**src/verilog/holo_pkg.sv**
```systemverilog
// video timing, frame-buffer window, colour and TMDS constants, TMDS control enum
`default_nettype none

package holo_pkg;

  // 1280x720 raster, 74.25 MHz style timing in pixel clocks
  localparam int H_ACTIVE = 1280;
  localparam int H_FRONT  = 110;
  localparam int H_SYNC   = 40;
  localparam int H_BACK   = 220;
  localparam int H_TOTAL  = H_ACTIVE + H_FRONT + H_SYNC + H_BACK;

  localparam int V_ACTIVE = 720;
  localparam int V_FRONT  = 5;
  localparam int V_SYNC   = 5;
  localparam int V_BACK   = 20;
  localparam int V_TOTAL  = V_ACTIVE + V_FRONT + V_SYNC + V_BACK;

  // sync pulse bounds, start inclusive, end exclusive
  localparam int H_SYNC_START = H_ACTIVE + H_FRONT;
  localparam int H_SYNC_END   = H_SYNC_START + H_SYNC;
  localparam int V_SYNC_START = V_ACTIVE + V_FRONT;
  localparam int V_SYNC_END   = V_SYNC_START + V_SYNC;

  // counter widths, 1650 and 750 fit
  localparam int HCOUNT_W = 11;
  localparam int VCOUNT_W = 10;

  // frame-buffer window in the top left corner
  localparam int FB_HRES = 320;
  localparam int FB_VRES = 180;

  // packed rgb565 in, 8 bits per channel out
  localparam int PIXEL_W = 16;
  localparam int COLOR_W = 8;
  localparam int TMDS_W  = 10;

  // running disparity range, signed
  localparam int TMDS_DISP_W = 6;

  // pure red, shown when no word is taken
  localparam logic [PIXEL_W-1:0] FALLBACK_PIXEL = 16'hf800;

  // control value, bit 1 vsync, bit 0 hsync
  typedef enum logic [1:0] {
    CTRL_NONE  = 2'd0,
    CTRL_HSYNC = 2'd1,
    CTRL_VSYNC = 2'd2,
    CTRL_BOTH  = 2'd3
  } tmds_ctrl_e;

  // standard blanking symbols
  localparam logic [TMDS_W-1:0] TMDS_CTRL_SYM0 = 10'b1101010100;
  localparam logic [TMDS_W-1:0] TMDS_CTRL_SYM1 = 10'b0010101011;
  localparam logic [TMDS_W-1:0] TMDS_CTRL_SYM2 = 10'b0101010100;
  localparam logic [TMDS_W-1:0] TMDS_CTRL_SYM3 = 10'b1010101011;

endpackage

`default_nettype wire

```
**src/verilog/video_timing_if.sv**
```systemverilog
// video timing interface, pixel position, syncs and active flag with source and sink modports
`timescale 1ns/1ps
`default_nettype none

interface video_timing_if
  import holo_pkg::*;
();

  // raster position
  logic [HCOUNT_W-1:0] hcount;
  logic [VCOUNT_W-1:0] vcount;
  // decoded timing, same cycle as position
  logic                hsync;
  logic                vsync;
  logic                active;

  // generator side
  modport source (output hcount, vcount, hsync, vsync, active);
  // consumer side
  modport sink (input hcount, vcount, hsync, vsync, active);

endinterface

`default_nettype wire

```
**src/verilog/video_timing_gen.sv**
```systemverilog
// 720p timing generator, pixel and line counters with sync and active-draw decode
`timescale 1ns/1ps
`default_nettype none

module video_timing_gen
  import holo_pkg::*;
(
  input  wire            clk_100_passthrough,
  input  wire            recent_reset,
  video_timing_if.source timing_o
);

  logic [HCOUNT_W-1:0] hcount_q;
  logic [VCOUNT_W-1:0] vcount_q;
  logic                line_end;
  logic                frame_end;

  // last pixel of a line, last line of a frame
  assign line_end  = (hcount_q == HCOUNT_W'(H_TOTAL - 1));
  assign frame_end = (vcount_q == VCOUNT_W'(V_TOTAL - 1));

  // one pixel per clock
  always_ff @(posedge clk_100_passthrough) begin
    if (recent_reset) begin
      hcount_q <= '0;
      vcount_q <= '0;
    end else if (line_end) begin
      hcount_q <= '0;
      // line wrap, step or restart frame
      if (frame_end) begin
        vcount_q <= '0;
      end else begin
        vcount_q <= vcount_q + 1'b1;
      end
    end else begin
      hcount_q <= hcount_q + 1'b1;
    end
  end

  // position straight out
  assign timing_o.hcount = hcount_q;
  assign timing_o.vcount = vcount_q;

  // syncs, positive pulses
  // counters sit at 0 in reset so syncs stay low there
  assign timing_o.hsync = (hcount_q >= HCOUNT_W'(H_SYNC_START))
                       && (hcount_q <  HCOUNT_W'(H_SYNC_END));
  assign timing_o.vsync = (vcount_q >= VCOUNT_W'(V_SYNC_START))
                       && (vcount_q <  VCOUNT_W'(V_SYNC_END));

  // visible area
  // (0,0) is visible, so reset has to hold it low
  assign timing_o.active = !recent_reset
                        && (hcount_q < HCOUNT_W'(H_ACTIVE))
                        && (vcount_q < VCOUNT_W'(V_ACTIVE));

endmodule

`default_nettype wire

```
**src/verilog/fb_pixel_fetch.sv**
```systemverilog
// frame-buffer stream consumer, ready rule, rgb565 expansion with fallback, aligned timing
`timescale 1ns/1ps
`default_nettype none

module fb_pixel_fetch
  import holo_pkg::*;
(
  input  wire                clk_100_passthrough,
  input  wire                recent_reset,
  video_timing_if.sink       timing_i,
  input  wire                fb_tvalid_i,
  input  wire  [PIXEL_W-1:0] fb_tdata_i,
  input  wire                fb_tlast_i,
  output logic               fb_tready_o,
  output logic [COLOR_W-1:0] red_o,
  output logic [COLOR_W-1:0] green_o,
  output logic [COLOR_W-1:0] blue_o,
  output logic               active_o,
  output tmds_ctrl_e         blue_ctrl_o
);

  logic               in_window;
  logic               at_last;
  logic [PIXEL_W-1:0] pixel;

  // anywhere in the 320x180 corner, blanking columns excluded by hcount
  assign in_window = (timing_i.hcount < HCOUNT_W'(FB_HRES))
                  && (timing_i.vcount < VCOUNT_W'(FB_VRES));

  // final window pixel, only while drawing
  assign at_last = timing_i.active
                && (timing_i.hcount == HCOUNT_W'(FB_HRES - 1))
                && (timing_i.vcount == VCOUNT_W'(FB_VRES - 1));

  // a flagged last word waits for the window's end
  assign fb_tready_o = fb_tlast_i ? at_last : in_window;

  // stream word on handshake, otherwise red
  assign pixel = (fb_tvalid_i && fb_tready_o) ? fb_tdata_i : FALLBACK_PIXEL;

  // colour expansion, fields to the top of the byte
  always_ff @(posedge clk_100_passthrough) begin
    red_o   <= {pixel[15:11], 3'b000};
    green_o <= {pixel[10:5], 2'b00};
    blue_o  <= {pixel[4:0], 3'b000};
  end

  // timing delayed by the same cycle as the colour
  always_ff @(posedge clk_100_passthrough) begin
    if (recent_reset) begin
      active_o    <= 1'b0;
      blue_ctrl_o <= CTRL_NONE;
    end else begin
      active_o    <= timing_i.active;
      // blue lane carries {vsync, hsync}
      blue_ctrl_o <= tmds_ctrl_e'({timing_i.vsync, timing_i.hsync});
    end
  end

endmodule

`default_nettype wire

```
**src/verilog/tmds_encoder.sv**
```systemverilog
// TMDS 8b/10b encoder, transition minimizing, running disparity, control symbols
`timescale 1ns/1ps
`default_nettype none

module tmds_encoder
  import holo_pkg::*;
(
  input  wire                clk_100_passthrough,
  input  wire                recent_reset,
  input  wire  [COLOR_W-1:0] data_i,
  input  var   tmds_ctrl_e   ctrl_i,
  input  wire                active_i,
  output logic [TMDS_W-1:0]  tmds_o
);

  logic [3:0]                    data_ones;
  logic                          use_xnor;
  logic [8:0]                    q_m;
  logic [3:0]                    qm_ones;
  logic signed [TMDS_DISP_W-1:0] qm_diff;
  logic signed [TMDS_DISP_W-1:0] disp_q;
  logic signed [TMDS_DISP_W-1:0] disp_next;
  logic [TMDS_W-1:0]             sym_next;
  logic [TMDS_W-1:0]             ctrl_sym;

  // popcount of a byte
  function automatic logic [3:0] ones8(input logic [7:0] v);
    logic [3:0] n;
    n = '0;
    for (int i = 0; i < 8; i++) begin
      n = n + {3'b000, v[i]};
    end
    return n;
  endfunction

  // stage 1, xor or xnor chain
  assign data_ones = ones8(data_i);
  assign use_xnor  = (data_ones > 4'd4) || ((data_ones == 4'd4) && !data_i[0]);

  always_comb begin
    q_m[0] = data_i[0];
    for (int i = 1; i < 8; i++) begin
      q_m[i] = use_xnor ? ~(q_m[i-1] ^ data_i[i]) : (q_m[i-1] ^ data_i[i]);
    end
    // bit 8 set means xor was used
    q_m[8] = ~use_xnor;
  end

  // ones minus zeros of the 8 data bits
  assign qm_ones = ones8(q_m[7:0]);
  assign qm_diff = $signed({1'b0, qm_ones, 1'b0}) - 6'sd8;

  // stage 2, dc balance
  always_comb begin
    if (disp_q == 0 || qm_diff == 0) begin
      // tie, let bit 8 pick the polarity
      sym_next  = {~q_m[8], q_m[8], q_m[8] ? q_m[7:0] : ~q_m[7:0]};
      disp_next = q_m[8] ? disp_q + qm_diff : disp_q - qm_diff;
    end else if ((disp_q > 0 && qm_diff > 0) || (disp_q < 0 && qm_diff < 0)) begin
      // same sign as the running total, invert
      sym_next  = {1'b1, q_m[8], ~q_m[7:0]};
      disp_next = disp_q + (q_m[8] ? 6'sd2 : 6'sd0) - qm_diff;
    end else begin
      sym_next  = {1'b0, q_m[8], q_m[7:0]};
      disp_next = disp_q - (q_m[8] ? 6'sd0 : 6'sd2) + qm_diff;
    end
  end

  // blanking symbol
  always_comb begin
    case (ctrl_i)
      CTRL_NONE:  ctrl_sym = TMDS_CTRL_SYM0;
      CTRL_HSYNC: ctrl_sym = TMDS_CTRL_SYM1;
      CTRL_VSYNC: ctrl_sym = TMDS_CTRL_SYM2;
      CTRL_BOTH:  ctrl_sym = TMDS_CTRL_SYM3;
    endcase
  end

  // one cycle latency
  always_ff @(posedge clk_100_passthrough) begin
    if (recent_reset) begin
      tmds_o <= '0;
      disp_q <= '0;
    end else if (active_i) begin
      tmds_o <= sym_next;
      disp_q <= disp_next;
    end else begin
      // balance restarts after every blanking run
      tmds_o <= ctrl_sym;
      disp_q <= '0;
    end
  end

endmodule

`default_nettype wire

```
**src/verilog/video_out_top.sv**
```systemverilog
// display back end top level, timing generator, pixel fetch and three TMDS encoders
`timescale 1ns/1ps
`default_nettype none

module video_out_top
  import holo_pkg::*;
(
  input  wire                clk_100_passthrough,
  input  wire                recent_reset,
  input  wire                fb_tvalid_i,
  input  wire  [PIXEL_W-1:0] fb_tdata_i,
  input  wire                fb_tlast_i,
  output logic               fb_tready_o,
  output logic [TMDS_W-1:0]  tmds_red_o,
  output logic [TMDS_W-1:0]  tmds_green_o,
  output logic [TMDS_W-1:0]  tmds_blue_o
);

  // fetch to encoders, one cycle behind the counters
  logic [COLOR_W-1:0] red;
  logic [COLOR_W-1:0] green;
  logic [COLOR_W-1:0] blue;
  logic               active;
  tmds_ctrl_e         blue_ctrl;

  video_timing_if timing_bus ();

  video_timing_gen u_timing (
    .clk_100_passthrough (clk_100_passthrough),
    .recent_reset        (recent_reset),
    .timing_o            (timing_bus)
  );

  fb_pixel_fetch u_fetch (
    .clk_100_passthrough (clk_100_passthrough),
    .recent_reset        (recent_reset),
    .timing_i            (timing_bus),
    .fb_tvalid_i         (fb_tvalid_i),
    .fb_tdata_i          (fb_tdata_i),
    .fb_tlast_i          (fb_tlast_i),
    .fb_tready_o         (fb_tready_o),
    .red_o               (red),
    .green_o             (green),
    .blue_o              (blue),
    .active_o            (active),
    .blue_ctrl_o         (blue_ctrl)
  );

  // red and green send control 0 in blanking
  tmds_encoder u_tmds_red (
    .clk_100_passthrough (clk_100_passthrough),
    .recent_reset        (recent_reset),
    .data_i              (red),
    .ctrl_i              (CTRL_NONE),
    .active_i            (active),
    .tmds_o              (tmds_red_o)
  );

  tmds_encoder u_tmds_green (
    .clk_100_passthrough (clk_100_passthrough),
    .recent_reset        (recent_reset),
    .data_i              (green),
    .ctrl_i              (CTRL_NONE),
    .active_i            (active),
    .tmds_o              (tmds_green_o)
  );

  // syncs ride on blue
  tmds_encoder u_tmds_blue (
    .clk_100_passthrough (clk_100_passthrough),
    .recent_reset        (recent_reset),
    .data_i              (blue),
    .ctrl_i              (blue_ctrl),
    .active_i            (active),
    .tmds_o              (tmds_blue_o)
  );

endmodule

`default_nettype wire

```
**config.mk**
```make
export PLATFORM = sky130hd
export DESIGN_NAME = video_out_top
export DESIGN_NICKNAME = d
export VERILOG_FILES = /design/src/verilog/holo_pkg.sv /design/src/verilog/video_timing_if.sv /design/src/verilog/video_timing_gen.sv /design/src/verilog/fb_pixel_fetch.sv /design/src/verilog/tmds_encoder.sv /design/src/verilog/video_out_top.sv
export SDC_FILE = /design/constraint.sdc
export NUM_CORES = 1
export LEC_CHECK = 0
export BUFFER_PORTS_ARGS = -buffer_cell sky130_fd_sc_hd__buf_2
export CORE_AREA = 3 3 149 151
export DETAILED_ROUTE_END_ITERATION = 8
export DIE_AREA = 0 0 152 154
export GPL_TIMING_DRIVEN = 0
export PLACE_DENSITY_LB_ADDON = 0.25
export SYNTH_ARGS = -nofsm -noshare
export SYNTH_HDL_FRONTEND = slang
export SYNTH_HIERARCHICAL = 1
export SYNTH_SLANG_ARGS = --single-unit
```
**constraint.sdc**
```tcl
create_clock -name clk_100_passthrough -period 8.06 [get_ports clk_100_passthrough]
set_input_delay 0.806 -clock clk_100_passthrough [delete_from_list [all_inputs] [get_ports clk_100_passthrough]]
set_output_delay 0.806 -clock clk_100_passthrough [all_outputs]
set_load 0.01 [all_outputs]
```
==> After elaboration in Yosys (flattened, before gate mapping) <==
Index checks and enable logic that the tools add are counted.
{ "totals": {"ff_bits": 88, "latchBits": 0, "ramBits": 0, "mem_bits_ro": 0, "input_bits": 20, "out_inout_bits": 31, "word_cells": 227, "mem_count": 0} }
{ "classes": {"n_addsub": 54, "mul": 0, "div": 0, "magnitude_cmp": 23, "n_eq_ne": 10, "shifts": 0, "muxes": 51, "bitwise": 41, "n_reduce_logical": 33} }
{ "ops": {"columns": ["operator", "n"], "rows": [
  ["$logic_not 32->1", 6],
  ["$add 4x1->4", 25],
  ["$mux 10", 10],
  ["$mux 6", 9],
  ["$pmux 10 s4", 1],
  ["$add 6x6->6", 6],
  ["$gt 6x1->1 const B", 6],
  ["$lt 6x1->1 const B", 6],
  ["$sub 6x6->6", 6],
  ["$mux 8", 3],
  ["$not 8->8", 3],
  ["$lt 11x11->1 const B", 2],
  ["$mux 1", 22],
  ["$not 1->1", 22],
  ["$lt 10x10->1 const B", 2],
  ["$add 6x3->6", 3],
  ["$sub 5x4->6 const B", 3],
  ["$sub 6x3->6", 3],
  ["$xor 1x1->1", 16],
  ["$logic_and 1x1->1", 14],
  ["$add 1x1->2", 6],
  ["$eq 4x3->1 const B", 3],
  ["$gt 4x3->1 const B", 3],
  ["$mux 2", 6],
  ["16 further kinds", 26]
]} }

==> Depth between registers and ports, before layout <==
Gate-level depths: netlist (run 1).
{ "depth": {"word_depth": 34, "ltp_mapped": 29, "mapped_depth_nobuf": 27} }

==> Modules after synthesis <==
Netlist (run 1), hierarchy kept.
{ "modules_own_cells": {"columns": ["mod", "instances", "cells_each", "area_per_inst_um2", "seq_area_each_um2"], "rows": [
  ["tmds_encoder (u_tmds_blue ...)", 2, 203, 1858.0, 300.3],
  ["tmds_encoder (u_tmds_green)", 1, 210, 1920.6, 300.3],
  ["video_timing_gen", 1, 132, 1117.3, 420.4],
  ["fb_pixel_fetch", 1, 79, 729.4, 380.4],
  ["video_out_top", 1, 1, 3.8, 0.0]
]} }

==> Worst setup path before layout (run 1) <==
OpenSTA, ideal clock, no wires.
{ "synth_path": {"path_type": "reg2reg", "startpoint": "register u_fetch.green_o[3]", "endpoint": "register u_tmds_green.disp_q[5]", "setup_ns": 0.103, "arrival_ns": 7.078, "required_ns": 7.957, "slack_ns": 0.878, "stages_incl_launch_ff": 26, "n_path_buf": 1, "synth_period_minus_slack_ns": 7.182, "path_cell_list": "dfxtp_1 > fa_1 > inv_1 > fa_1 > inv_1 > ha_1 > fa_1 > a21oi_1 > a31oi_1 > clkbuf_1 > xnor2_1 > fa_1 > fa_1 > fa_1 > ha_1 > inv_1 > fa_1 > ha_1 > fa_1 > inv_1 > a21o_1 > maj3_1 > or2b_2 > a32o_2 > and3_4 > a2111oi_2"} }
{ "synth_between": {"elab_chain_len": 33, "elab_cells_between_ends": 52, "cone_classes": "add/sub: 18; order compare: 3; eq/ne: 1; mux: 12; bitwise: 12; reduce/logical: 6"} }
{ "synth_rtl": {"columns": ["element", "line_no", "text"], "rows": [
  ["start: declaration", "fb_pixel_fetch.sv:16", "output logic [COLOR_W-1:0] green_o,"],
  ["start signal: assignment", "fb_pixel_fetch.sv:44", "green_o <= {pixel[10:5], 2'b00};"],
  ["parallel branches: the longest is 32 deep, another holds $add 4x1->4", null, null],
  ["$mux 6 *", "tmds_encoder.sv:55", "if (disp_q == 0 || qm_diff == 0) begin"],
  ["end signal: assignment", "tmds_encoder.sv:86", "disp_q <= disp_next;"],
  ["end: declaration", "tmds_encoder.sv:21", "logic signed [TMDS_DISP_W-1:0] disp_q;"]
]} }
Every way passes the cells marked *.
A chain may end at the register's enable or synchronous reset.

==> Worst setup path after layout (run 1) <==
Same ends and word-level chain as after synthesis.

==> results of run 1 <==
## flip-flops by register name, summed over array words and instances, names as in the netlist, 6 cells and up
signal	cells
u_timing/timing_o.hcount	11
u_timing/timing_o.vcount	10
u_tmds_blue/tmds_o	10
u_tmds_green/tmds_o	10
u_tmds_red/tmds_o	10
u_fetch/green_o	6
## kinds of logic (layout without fill, tap and decap cells)
family                     after synthesis  after routing
and+or+nand+nor                        206            206
AOI/OAI and AO/OA                      153            153
adders and majority gates              132            132
buffers and inverters                  129            195
xor gates and xnor gates               116            116
DFF                                     85             85
muxes                                    5              5
other                                    2             20
## repair_timing
action,in CTS,in global routing
hold endpoints to repair,0,0
gates resized for setup,0,4
endpoints found under the setup margin,0,1
## critical path, delay by kind of cell (launching register included)
family | cells | cell delay (ns)
XOR/XNOR | 1 | 0.22
buffers and inverters | 5 | 0.49
AND/OR/NAND/NOR | 2 | 0.45
AO/OA/AOI/OAI | 5 | 1.03
adder cells (fa/ha/maj) | 12 | 4.84
flip-flops | 1 | 0.36
## cell type report
type	instances	area, µm²	area share
plain buffers	29	153.9	0.01818
clock buffers	10	239.0	0.02823
clock inverters	6	70.07	0.008275
inverters	100	375.4	0.04433
multi-input cells	632	5333	0.6298
flip-flops and latches	85	1702	0.2010
well taps	275	344.1	0.04064
repair buffers	50	250.2	0.02956
## cell usage in the layout (no fill, tap or decap), drive strengths merged, types with 17 or more instances in the layout
master	n
inv	101
ha	90
xnor2	89
dfxtp	85
buf	66
a21oi	58
nor2	57
nand2	43
fa	39
o21ai	33
xor2	25
clkbuf	23
conb	20
a21o	17
## routing by layer
metal  up-vias  track usage
met4         2      0.03467
met1      2445       0.1797
met2        65       0.2070
li1       2913            -
met5         -            0
met3        12      0.02955
## path summary, 6_finish.rpt
| kind | startpoint | end | slack [ns] | cells after the start |
|---|---|---|---|---|
| worst max-delay path | u_fetch/green_o[3] | u_tmds_green/disp_q[5] | 0.56 | 25 |
| worst min-delay path | u_timing/timing_o.vcount[1] | u_timing/timing_o.vcount[1] | 0.51 | 2 |
| worst max register to register | u_fetch/green_o[3] | u_tmds_green/disp_q[5] | 0.56 | 25 |
| worst min register to register | u_timing/timing_o.vcount[1] | u_timing/timing_o.vcount[1] | 0.51 | 2 |
## through the flow
step                area [µm²]  instances  worst slack [ns]  hold WS, ns
finish                    8467       1187            0.5589       0.5104
detailed placement        8149       1171            0.3282       0.5003
floorplan                 7555        846            0.8782       0.4677
global route              8467       1187           0.06193       0.5582
CTS                       8458       1187            0.2757       0.5093
global placement          8149       1171            0.3721       0.5018
==> summary.md, run 1 <==
| Metric | Value |
|---|---|
| Number of H-tree levels | 3 |
| Vias per cell | 4.580 |
| Top_reg_cell synth | dfxtp_1 |
| Clk sink count | 85 |
| Number of max-cap violations | 0 |
| Crit. End Element | flip-flop |
| CTS buffer count | 9 |
| Starting Density | 0.3573 |
| Die width | ~150 µm |
| Crit Path Class | reg2reg |
| Port Buf Inserts | 50 |
| RSZ-0062 raised after global routing | no |
| Adder-cell share of the synthesized area | 0.2587 |
| Worst rel slew slack | 0.2725 |
| Largest net degree at the start of global routing | 19 |
| Via count of the first global-routing pass | 5,321 |
| Synth top area share | 0.2273 |
| RD Place Congestion | 0.7881 |
| Met3 wire length | 539 µm |
| Most common cell in the netlist | inv_1 |
| Avg Inst Size Synth | 9.042 µm² |
| GRT overflow | 0 |
| Row Count | 53 |
| Hold buffer count at cts | 0 |
| Crit path required time | approximately 8.3 ns |
| Worst skew pair latency | 0.34 ns |
| Sequential fraction of the synthesis area | 0.2273 |
| Drt wl/cell | 12.33 µm |
| Top cells by area, synth | dfxtp_1 (23%), ha_1 (15%), fa_1 (10%), xnor2_1 (9.1%), inv_1 (5.0%) |
| Most common cell on crit path | fa_1 |
| Pin slew with the least headroom to its limit | 1.081 ns |
| Max clock buf depth | 2 |
| Largest family of logic cells by synthesized area | adder cells |
| Endpoints failing setup | 0 |
| Final period util | 0.9307 |
| Die area | 23,410 µm² |
| Core area | 20,960 µm² |
| Worst Hold Class | reg2reg |
| Clock skew | 0.007551 ns |
| CTS Root Cell | clkbuf_16 |
| Final Slew Violations | 0 |
| Synth Area in Compound Gates | 0.1329 |
| Layout Nets | approximately 1,100 |
| Worst-path clk slew | 0.07 ns |
| Fmax | about 130 MHz |
| Fillers | between 2,000 and 2,500 |
| Hpwl dp | between 10,000 and 15,000 µm |
| CP Launch Type | flip-flop |
| Cell Area, Synth | between 7000 and 8000 µm² |
| Post-route setup TNS | 0 ns |
| Final Hold Viols | 0 |
| Share of layout cells above drive strength 1 | 0.1239 |
| Post-Synth Simple-Gate Area | 0.1449 |
| #FFs+latches synth | 85 |
| Die extent in y | 154 µm |
| Post-synthesis mux area share | 0.006684 |
| I/O pins | 51 |
| TritonCTS clock tree | built |
| Post-synth top area cell | dfxtp_1 |
| Top sig layer | met5 |
| Post-synthesis cell type count | 62 |
| XOR/XNOR Fraction of Synth Area | 0.1581 |
| Status | completed |
| WL met1 | 7361 µm |
| Met2 wire length | about 6600 µm |
| Syn. warnings | 6 |
| Top cells by count, synth | inv_1 (100), ha_1 (90), dfxtp_1 (85) |
| # Post-CTS Setup Buffers | 0 |
| Residual DRC count | 0 |
| Drt initial violations | 215 |
| Synth Instances | ~830 |
| Area growth from synthesis to layout | 13.08% |
| Final core occ | 0.4040 |
| Crit path time final | 7.501 ns |
| Drt first pass iters | 4 |
| Worst endpoint data arrival time | 7.75 ns |
| Post-synth EDFFs | 0 |
| DR vias | 5,437 |
| Largest fanout on the critical path | 11 |
| Antenna viol nets, final | 0 |
| First-pass GRT wire length | 25,500 µm |
| Final WL | 14,640 µm |
| Critical path's largest stage delay | 0.54 ns |
| Antenna violations before repair | 1 |
| Total Routing Usage GR | 0.1304 |
| Ant. Diodes | 0 |
| Slowest stage cell on the critical path | fa_1 |
| Asr flop ratio synth | 0 |
Power of run 1 is not shown: default switching activity piles up to over one toggle a cycle in this logic, so the estimate is an artifact.
==> run 2, diff against run 1 <==
--- a/config.mk
+++ b/config.mk
@@ -6,12 +6,12 @@
 export NUM_CORES = 1
 export LEC_CHECK = 0
 export BUFFER_PORTS_ARGS = -buffer_cell sky130_fd_sc_hd__buf_2
-export CORE_AREA = 3 3 149 151
+export CORE_AREA = 3 3 136 138
+export CTS_CLUSTER_SIZE = 20
 export DETAILED_ROUTE_END_ITERATION = 8
-export DIE_AREA = 0 0 152 154
+export DIE_AREA = 0 0 139 141
 export GPL_TIMING_DRIVEN = 0
 export PLACE_DENSITY_LB_ADDON = 0.25
 export SYNTH_ARGS = -nofsm -noshare
 export SYNTH_HDL_FRONTEND = slang
-export SYNTH_HIERARCHICAL = 1
 export SYNTH_SLANG_ARGS = --single-unit
==> summary.md, run 2 <==
| Metric | Value |
|---|---|
| Syn. warnings | 0 (-6) |
| Cell Area, Synth | 6226 µm² (-17%) |
| Crit path time final | 6.836 ns (-0.6649 ns) |
| Top_reg_cell synth | dfxtp_1 |
| Fmax | 146.3 MHz (+9.7%) |
| Max reg flops | 11 (unchanged) |
| DP Cell Count | 965 (-18%) |
| Number of H-tree levels | 3 (unchanged) |
| Avg Inst Size Synth | 9.010 µm² (-0.36%) |
| Worst Hold End | u_timing.timing_o.hcount[0] |
| Final core occ | 0.4107 (+0.006615) |
| Core area | 17,300 µm² (-17%) |
| PwrDens | roughly 380 nW/µm² |
| Post-synthesis cell type count | 53 (-15%) |
| Largest net degree at the start of global routing | 15 (-4) |
| Final hold slack | 0.4770 ns (-0.03344 ns) |
| Hold buffer count at cts | 0 (unchanged) |
| Antenna violations before repair | 0 (-1) |
| Asr flop ratio synth | 0 (unchanged) |
| Critical path's largest stage delay | 0.54 ns (about the same) |
| Worst rel slew slack | 0.5179 (+0.2454) |
| Clock skew | 0.008643 ns (+0.001091 ns) |
| CTS Root Cell | clkbuf_16 |
| TritonCTS clock tree | built |
| Internal power | 1.564 mW |
| Crit. End Element | flip-flop |
| Post-route setup TNS | 0 ns (unchanged) |
| Peak supply drop | 0.1813 mV |
| Area after DPL | 6753 µm² (-17%) |
| Synth top area share | 0.2701 (+0.04282) |
| Antenna viol nets, final | 0 (unchanged) |
| Total Routing Usage GR | 0.1451 (+0.01467) |
| Slowest stage cell on the critical path | buf_1 |
| Layout Nets | 879 (-17%) |
| Largest fanout on the critical path | 12 (+1) |
| Combinational share of power | 0.626 |
| Pin slew with the least headroom to its limit | 0.7231 ns (-0.3581 ns) |
| GRT overflow | 0 (unchanged) |
| RSZ-0062 raised after global routing | no |
| Worst Hold Class | reg2reg |
| Post-Layout Cell Count | 981 (-17%) |
| DR vias | 4,638 (-15%) |
| Drt initial violations | 150 (-30%) |
| I/O pins | 51 (unchanged) |
| Seq pwr share | 0.192 |
| CTS-repair resized insts | 0 (unchanged) |
| Sequential fraction of the synthesis area | 0.2701 (+0.04282) |
| Die area | 19,600 µm² (-16%) |
| Status | completed |
| Power Total | 2.702 mW |
| Syn nets | ~820 |
| First-pass GRT wire length | 23,000 µm (-9.8%) |
| # Post-CTS Setup Buffers | 0 (unchanged) |
| Final setup margin | 1.224 ns (+0.6649 ns) |
| Final Hold Viols | 0 (unchanged) |
| Ant. Diodes | 0 (unchanged) |
| Post-synth EDFFs | 0 (unchanged) |
| Sw Ratio | 0.4211 |
| Most frequent cells in the layout | inv_1 (84), ha_1 (84), dfxtp_1 (84) |
| Clk sink count | 84 (-1.2%) |
| Final Slew Violations | 0 (unchanged) |
| Max clock buf depth | 2 (unchanged) |
| Crit Path Class | reg2reg |
| Pre-CTS WS | 1.188 ns (+0.8600 ns) |
| Drt first pass iters | 4 (unchanged) |
| Area growth from synthesis to layout | 14.09% |
| Final period util | 0.8482 (-0.08249) |
| Min-Delay Path Depth | 1 (-1) |
| Vias per cell | 4.728 (+3.2%) |
| Die width | 139 µm (-8.6%) |
| Top cells by count, synth | dfxtp_1 (84), ha_1 (84), inv_1 (84) |
| Design area | 7103 µm² (-16%) |
| CTS buffer count | 9 (unchanged) |
| Hpwl dp | 10,320 µm (-13%) |
| Starting Density | 0.3600 (+0.002657) |
| Post-synth top area cell | dfxtp_1 |
| R2r worst-path depth | 28 (+12%) |
| Final WL | 13,210 µm (-9.8%) |
| Die extent in y | 141 µm (-8.4%) |
| Residual DRC count | 0 (unchanged) |
| R2R Path Start | u_fetch.green_o[2] |
| Reg2Reg Capture Point | u_tmds_green.disp_q[5] |
| Leakage power | ~3.4 nW |
| Top cells by area, synth | dfxtp_1 (27%), ha_1 (17%), xnor2_1 (9.0%), fa_1 (7.7%), inv_1 (5.1%) |
| Worst skew pair latency | 0.35 ns (about the same) |
| Via count of the first global-routing pass | 4,626 (-13%) |
| Synth Instances | 691 (-17%) |
| Endpoints failing setup | 0 (unchanged) |
| #FFs+latches synth | 84 (-1.2%) |
| Port Buf Inserts | 49 (-2.0%) |
| Share of layout cells above drive strength 1 | 0.1098 (-0.01412) |
| Hold Startpoint | u_timing.timing_o.hcount[0] |
| CP delay by family, top | adder cells |
| Crit path required time | 8.33 ns (+0.02 ns) |
| Critical path depth in cells | 28 (+12%) |
| Worst-path clk slew | 0.06 ns (about the same) |
| CP Launch Type | flip-flop |
| CP bufs+invs | 7 (+2) |
| Sw power | 1.138 mW |
| RD Place Congestion | 0.8113 (+2.9%) |
| Worst endpoint data arrival time | 7.11 ns (-0.64 ns) |
| Row Count | 48 (-9.4%) |
| Flop2flop setup slack | 1.22 ns (+0.66 ns) |
| Clk network pwr share | 0.182 |
| Drt wl/cell | 13.46 µm (+9.2%) |
| Number of max-cap violations | 0 (unchanged) |
==> run 2: cell count changes after synthesis, moves of 8 or more <==
cell     before  now
a21oi_1      55   47
and3_1        3   17
buf_4         9    1
fa_1         39   24
inv_1       100   84
nand2_1      43   25
nor2b_1       9    1
nor4_1       13    3
o21ai_0      30   10
or4_1        13    3
xnor2_1      78   64
xor2_1       24   34
==> run 2: cells by family after synthesis <==
family / after synthesis / synth area share
AND/OR/NAND/NOR: 163 / 0.1320
XOR/XNOR: 100 / 0.1431
buffers and inverters: 107 / 0.06551
AO/OA/AOI/OAI: 115 / 0.1206
multiplexers: 12 / 0.01949
adder cells (fa/ha/maj): 110 / 0.2492
flip-flops: 84 / 0.2701
==> run 2: per-layer routing <==
metal  up-vias  GRT usage  routed length [µm]
met5         -          0                   0
met4         0    0.04480                 266
met3        22    0.03833                 574
met2        64     0.2319                5956
met1      2143     0.1929                6411
li1       2409          -                   -
==> run 2: worst max-delay path by stage <==
stage / from / endpoint
6_report: u_fetch.green_o[2] / u_tmds_green.disp_q[5]
5_1_grt: u_fetch.green_o[2] / u_tmds_green.disp_q[5]
4_1_cts: u_fetch.green_o[2] / u_tmds_green.disp_q[5]
3_5_place_dp: u_fetch.green_o[2] / u_tmds_green.disp_q[5]
3_3_place_gp: u_fetch.green_o[2] / u_tmds_green.disp_q[5]
2_1_floorplan: u_fetch.green_o[2] / u_tmds_green.disp_q[5]
==> run 2: power by group through the flow <==
stage                     clock, mW  sequential (mW)  combinational (mW)
after floorplan                   0            0.531                1.36
after global placement            0            0.529                1.69
after detailed placement          0            0.529                1.70
after CTS                     0.507            0.520                1.71
after global routing          0.525            0.528                1.93
final                         0.492            0.518                1.69
==> run 2: area by class of cell <==
type / count / area, µm²
Clock buffer: 10 / 239.0
Clock inverter: 6 / 111.4
Multi-Input combinational cell: 500 / 4136
Sequential cell: 84 / 1682
Timing Repair Buffer: 49 / 245.2
Fill cell: 1729 / 10190
Buffer: 22 / 88.84
Inverter: 85 / 319.1
Tap cell: 225 / 281.5
Power figures use the tool's default switching activity.
==> run 3, diff against run 2 <==
--- a/config.mk
+++ b/config.mk
@@ -5,11 +5,12 @@
 export SDC_FILE = /design/constraint.sdc
 export NUM_CORES = 1
 export LEC_CHECK = 0
+export ABC_AREA = 1
 export BUFFER_PORTS_ARGS = -buffer_cell sky130_fd_sc_hd__buf_2
-export CORE_AREA = 3 3 136 138
+export CORE_AREA = 3 3 138 140
 export CTS_CLUSTER_SIZE = 20
 export DETAILED_ROUTE_END_ITERATION = 8
-export DIE_AREA = 0 0 139 141
+export DIE_AREA = 0 0 141 143
 export GPL_TIMING_DRIVEN = 0
 export PLACE_DENSITY_LB_ADDON = 0.25
 export SYNTH_ARGS = -nofsm -noshare
==> constraint.sdc (replaced) <==
create_clock -name clk_100_passthrough -period 6.9 [get_ports clk_100_passthrough]
set_input_delay 0.69 -clock clk_100_passthrough [delete_from_list [all_inputs] [get_ports clk_100_passthrough]]
set_output_delay 0.69 -clock clk_100_passthrough [all_outputs]
set_load 0.01 [all_outputs]
==> summary.md, run 3 <==
| Metric | Value |
|---|---|
| Asr flop ratio synth | 0 (unchanged) |
| Antenna viol nets, final | 0 (unchanged) |
| Number of max-cap violations | 0 (unchanged) |
| Final period util | 0.9233 (+0.07515) |
| Max reg flops | 11 (unchanged) |
| Peak supply drop | 0.1926 mV (+6.2%) |
| Avg Inst Size Synth | 7.383 µm² (-18%) |
| Crit. End Element | flip-flop |
| Worst rel slew slack | 0.5840 (+0.06609) |
| Final Hold Viols | 0 (unchanged) |
| Residual DRC count | 0 (unchanged) |
| Top cells by area, synth | dfxtp_1 (26%), ha_1 (16%), inv_1 (9.4%), nand2_1 (9.2%), fa_1 (7.5%) |
| Most frequent cells in the layout | inv_1 (162), nand2_1 (157), ha_1 (84), dfxtp_1 (84), nor2_1 (67) |
| First-pass GRT wire length | 24,780 µm (+7.8%) |
| Post-synthesis cell type count | 37 (-30%) |
| Ant. Diodes | 0 (unchanged) |
| Drt initial violations | 347 (+130%) |
| Post-synth EDFFs | 0 (unchanged) |
| Largest fanout on the critical path | 12 (unchanged) |
| Drt wl/cell | 12.49 µm (-7.2%) |
| Critical path's largest stage delay | 0.55 ns (about the same) |
| Post-synth top area cell | dfxtp_1 |
| GRT overflow | 0 (unchanged) |
| #FFs+latches synth | 84 (unchanged) |
| Worst-path clk slew | 0.06 ns (about the same) |
| Worst Hold Class | reg2reg |
| Die extent in y | 143 µm (+1.4%) |
| Syn. warnings | 0 (unchanged) |
| Power Total | 2.760 mW (+2.1%) |
| CTS buffer count | 9 (unchanged) |
| Cell Area, Synth | 6445 µm² (+3.5%) |
| Row Count | 49 (+2.1%) |
| RD Place Congestion | 0.8709 (+7.3%) |
| Met3 wire length | 562 µm (-2.1%) |
| Pin slew with the least headroom to its limit | 0.6240 ns (-0.09913 ns) |
| TritonCTS clock tree | built |
| Max clock buf depth | 2 (unchanged) |
| Clock skew | 0.01065 ns (+0.002010 ns) |
| Top cells by count, synth | inv_1 (162), nand2_1 (158), dfxtp_1 (84), ha_1 (84), nor2_1 (67) |
| Fillers | 1,924 (+11%) |
| Clk sink count | 84 (unchanged) |
| Final core occ | 0.4056 (-0.005077) |
| Min-Delay Path Depth | 1 (unchanged) |
| Synth Instances | 873 (+26%) |
| Share of layout cells above drive strength 1 | 0.1076 (-0.002227) |
| Die area | 20,160 µm² (+2.9%) |
| Syn nets | 1,001 (+22%) |
| Vias per cell | 4.683 (-0.94%) |
| Drt first pass iters | 5 (+1) |
| CP Launch Type | flip-flop |
| Top sig layer | met4 |
| Layout Nets | 1,062 (+21%) |
| Antenna violations before repair | 0 (unchanged) |
| Area growth from synthesis to layout | 13.05% |
| Fmax | 157.0 MHz (+7.3%) |
| Post-route setup TNS | 0 ns (unchanged) |
| Die width | 141 µm (+1.4%) |
| Sequential fraction of the synthesis area | 0.2609 (-0.009176) |
| Worst skew pair latency | 0.35 ns (about the same) |
| Crit path required time | 7.15 ns (-1.18 ns) |
| Via count of the first global-routing pass | 5,204 (+12%) |
| Commonest non-fill, non-tap cell in the layout | inv_1 |
| Worst endpoint data arrival time | 6.62 ns (-0.49 ns) |
| Core area | 17,960 µm² (+3.9%) |
| Met2 wire length | 6433 µm (+8.0%) |
| Number of H-tree levels | 3 (unchanged) |
| Final WL | 14,590 µm (+10%) |
| Crit path time final | 6.371 ns (-0.4653 ns) |
| Final Slew Violations | 0 (unchanged) |
| I/O pins | 51 (unchanged) |
| Most common cell on crit path | inv_1 |
| DR vias | 5,470 (+18%) |
| # Post-CTS Setup Buffers | 0 (unchanged) |
| Leakage power | 3.724 nW (+9.7%) |
| Starting Density | 0.3588 (-0.001174) |
| PwrDens | 378.8 nW/µm² (-0.42%) |
| Largest net degree at the start of global routing | 16 (+1) |
| Final hold slack | 0.4788 ns (+0.001750 ns) |
| Port Buf Inserts | 50 (+2.0%) |
| RSZ-0062 raised after global routing | no |
| Status | completed |
| R2r worst-path depth | 30 (+7.1%) |
| Slowest stage cell on the critical path | fa_1 |
| Top_reg_cell synth | dfxtp_1 |
| Total Routing Usage GR | 0.1512 (+0.006150) |
| WL met1 | 7479 µm (+17%) |
| Hpwl dp | 11,680 µm (+13%) |
| Synth top area share | 0.2609 (-0.009176) |
| CTS Root Cell | clkbuf_16 |
| Most common cell in the netlist | inv_1 |
| Crit Path Class | reg2reg |
| Endpoints failing setup | 0 (unchanged) |
## run 3: cell families after synthesis
family / share of synthesized area
simple gates: 0.2289
buf+inv: 0.1042
compound gates: 0.1074
fa+ha+maj: 0.2376
flops: 0.2609
xor+xnor: 0.06096
## run 3: path summary, 6_finish.rpt
kind / start / endpoint / slack, ns
min: u_timing.timing_o.hcount[0] / u_timing.timing_o.hcount[0] / 0.48
min reg2reg: u_timing.timing_o.hcount[0] / u_timing.timing_o.hcount[0] / 0.48
max: u_fetch.green_o[2] / u_tmds_green.tmds_o[5] / 0.53
max reg2reg: u_fetch.green_o[2] / u_tmds_green.tmds_o[5] / 0.53
## run 3: where the power goes
part	internal [mW]	switching [mW]
registers	0.558	0.0426
logic	0.650	1.01
clock network	0.285	0.217
## run 3: layout make-up
type                       count  area, µm²  area share
multi-input combinational    613       4094      0.5619
sequential                    84       1682      0.2308
inverter                     166      623.1     0.08552
tap                          229      286.5     0.03933
timing repair buffer          50      250.2     0.03435
clock buffer                  10      229.0     0.03143
clock inverter                 6      72.57    0.009960
buffer                        10      48.80    0.006698
## run 3: repair_timing
action                     CTS  global route
setup endpoints to repair    0             2
gates resized for setup      0             2
hold buffers                 0             0
## run 3: through the flow
step / cell area, µm² / worst slack, ns / instances
2_1_floorplan: 6445 / 0.9859 / 873
3_3_place_gp: 6982 / 0.4178 / 1152
3_5_place_dp: 6982 / 0.4452 / 1152
4_1_cts: 7283 / 0.4039 / 1168
5_1_grt: 7286 / 0.03304 / 1168
6_report: 7286 / 0.5291 / 1168
## run 3: metal layers
layer | global-route usage | up-vias
met3 | 0.03148 | 11
li1 | - | 2895
met2 | 0.2417 | 90
met5 | 0 | -
met1 | 0.2123 | 2474
met4 | 0.03162 | 0
## run 3: critical path: cells and delay by family (launching register included)
kind / cells / cell delay (ns)
adders and majority gates: 10 / 3.45
buffers and inverters: 11 / 1.10
and+or+nand+nor: 7 / 0.98
AOI/OAI and AO/OA: 2 / 0.40
DFF: 1 / 0.32
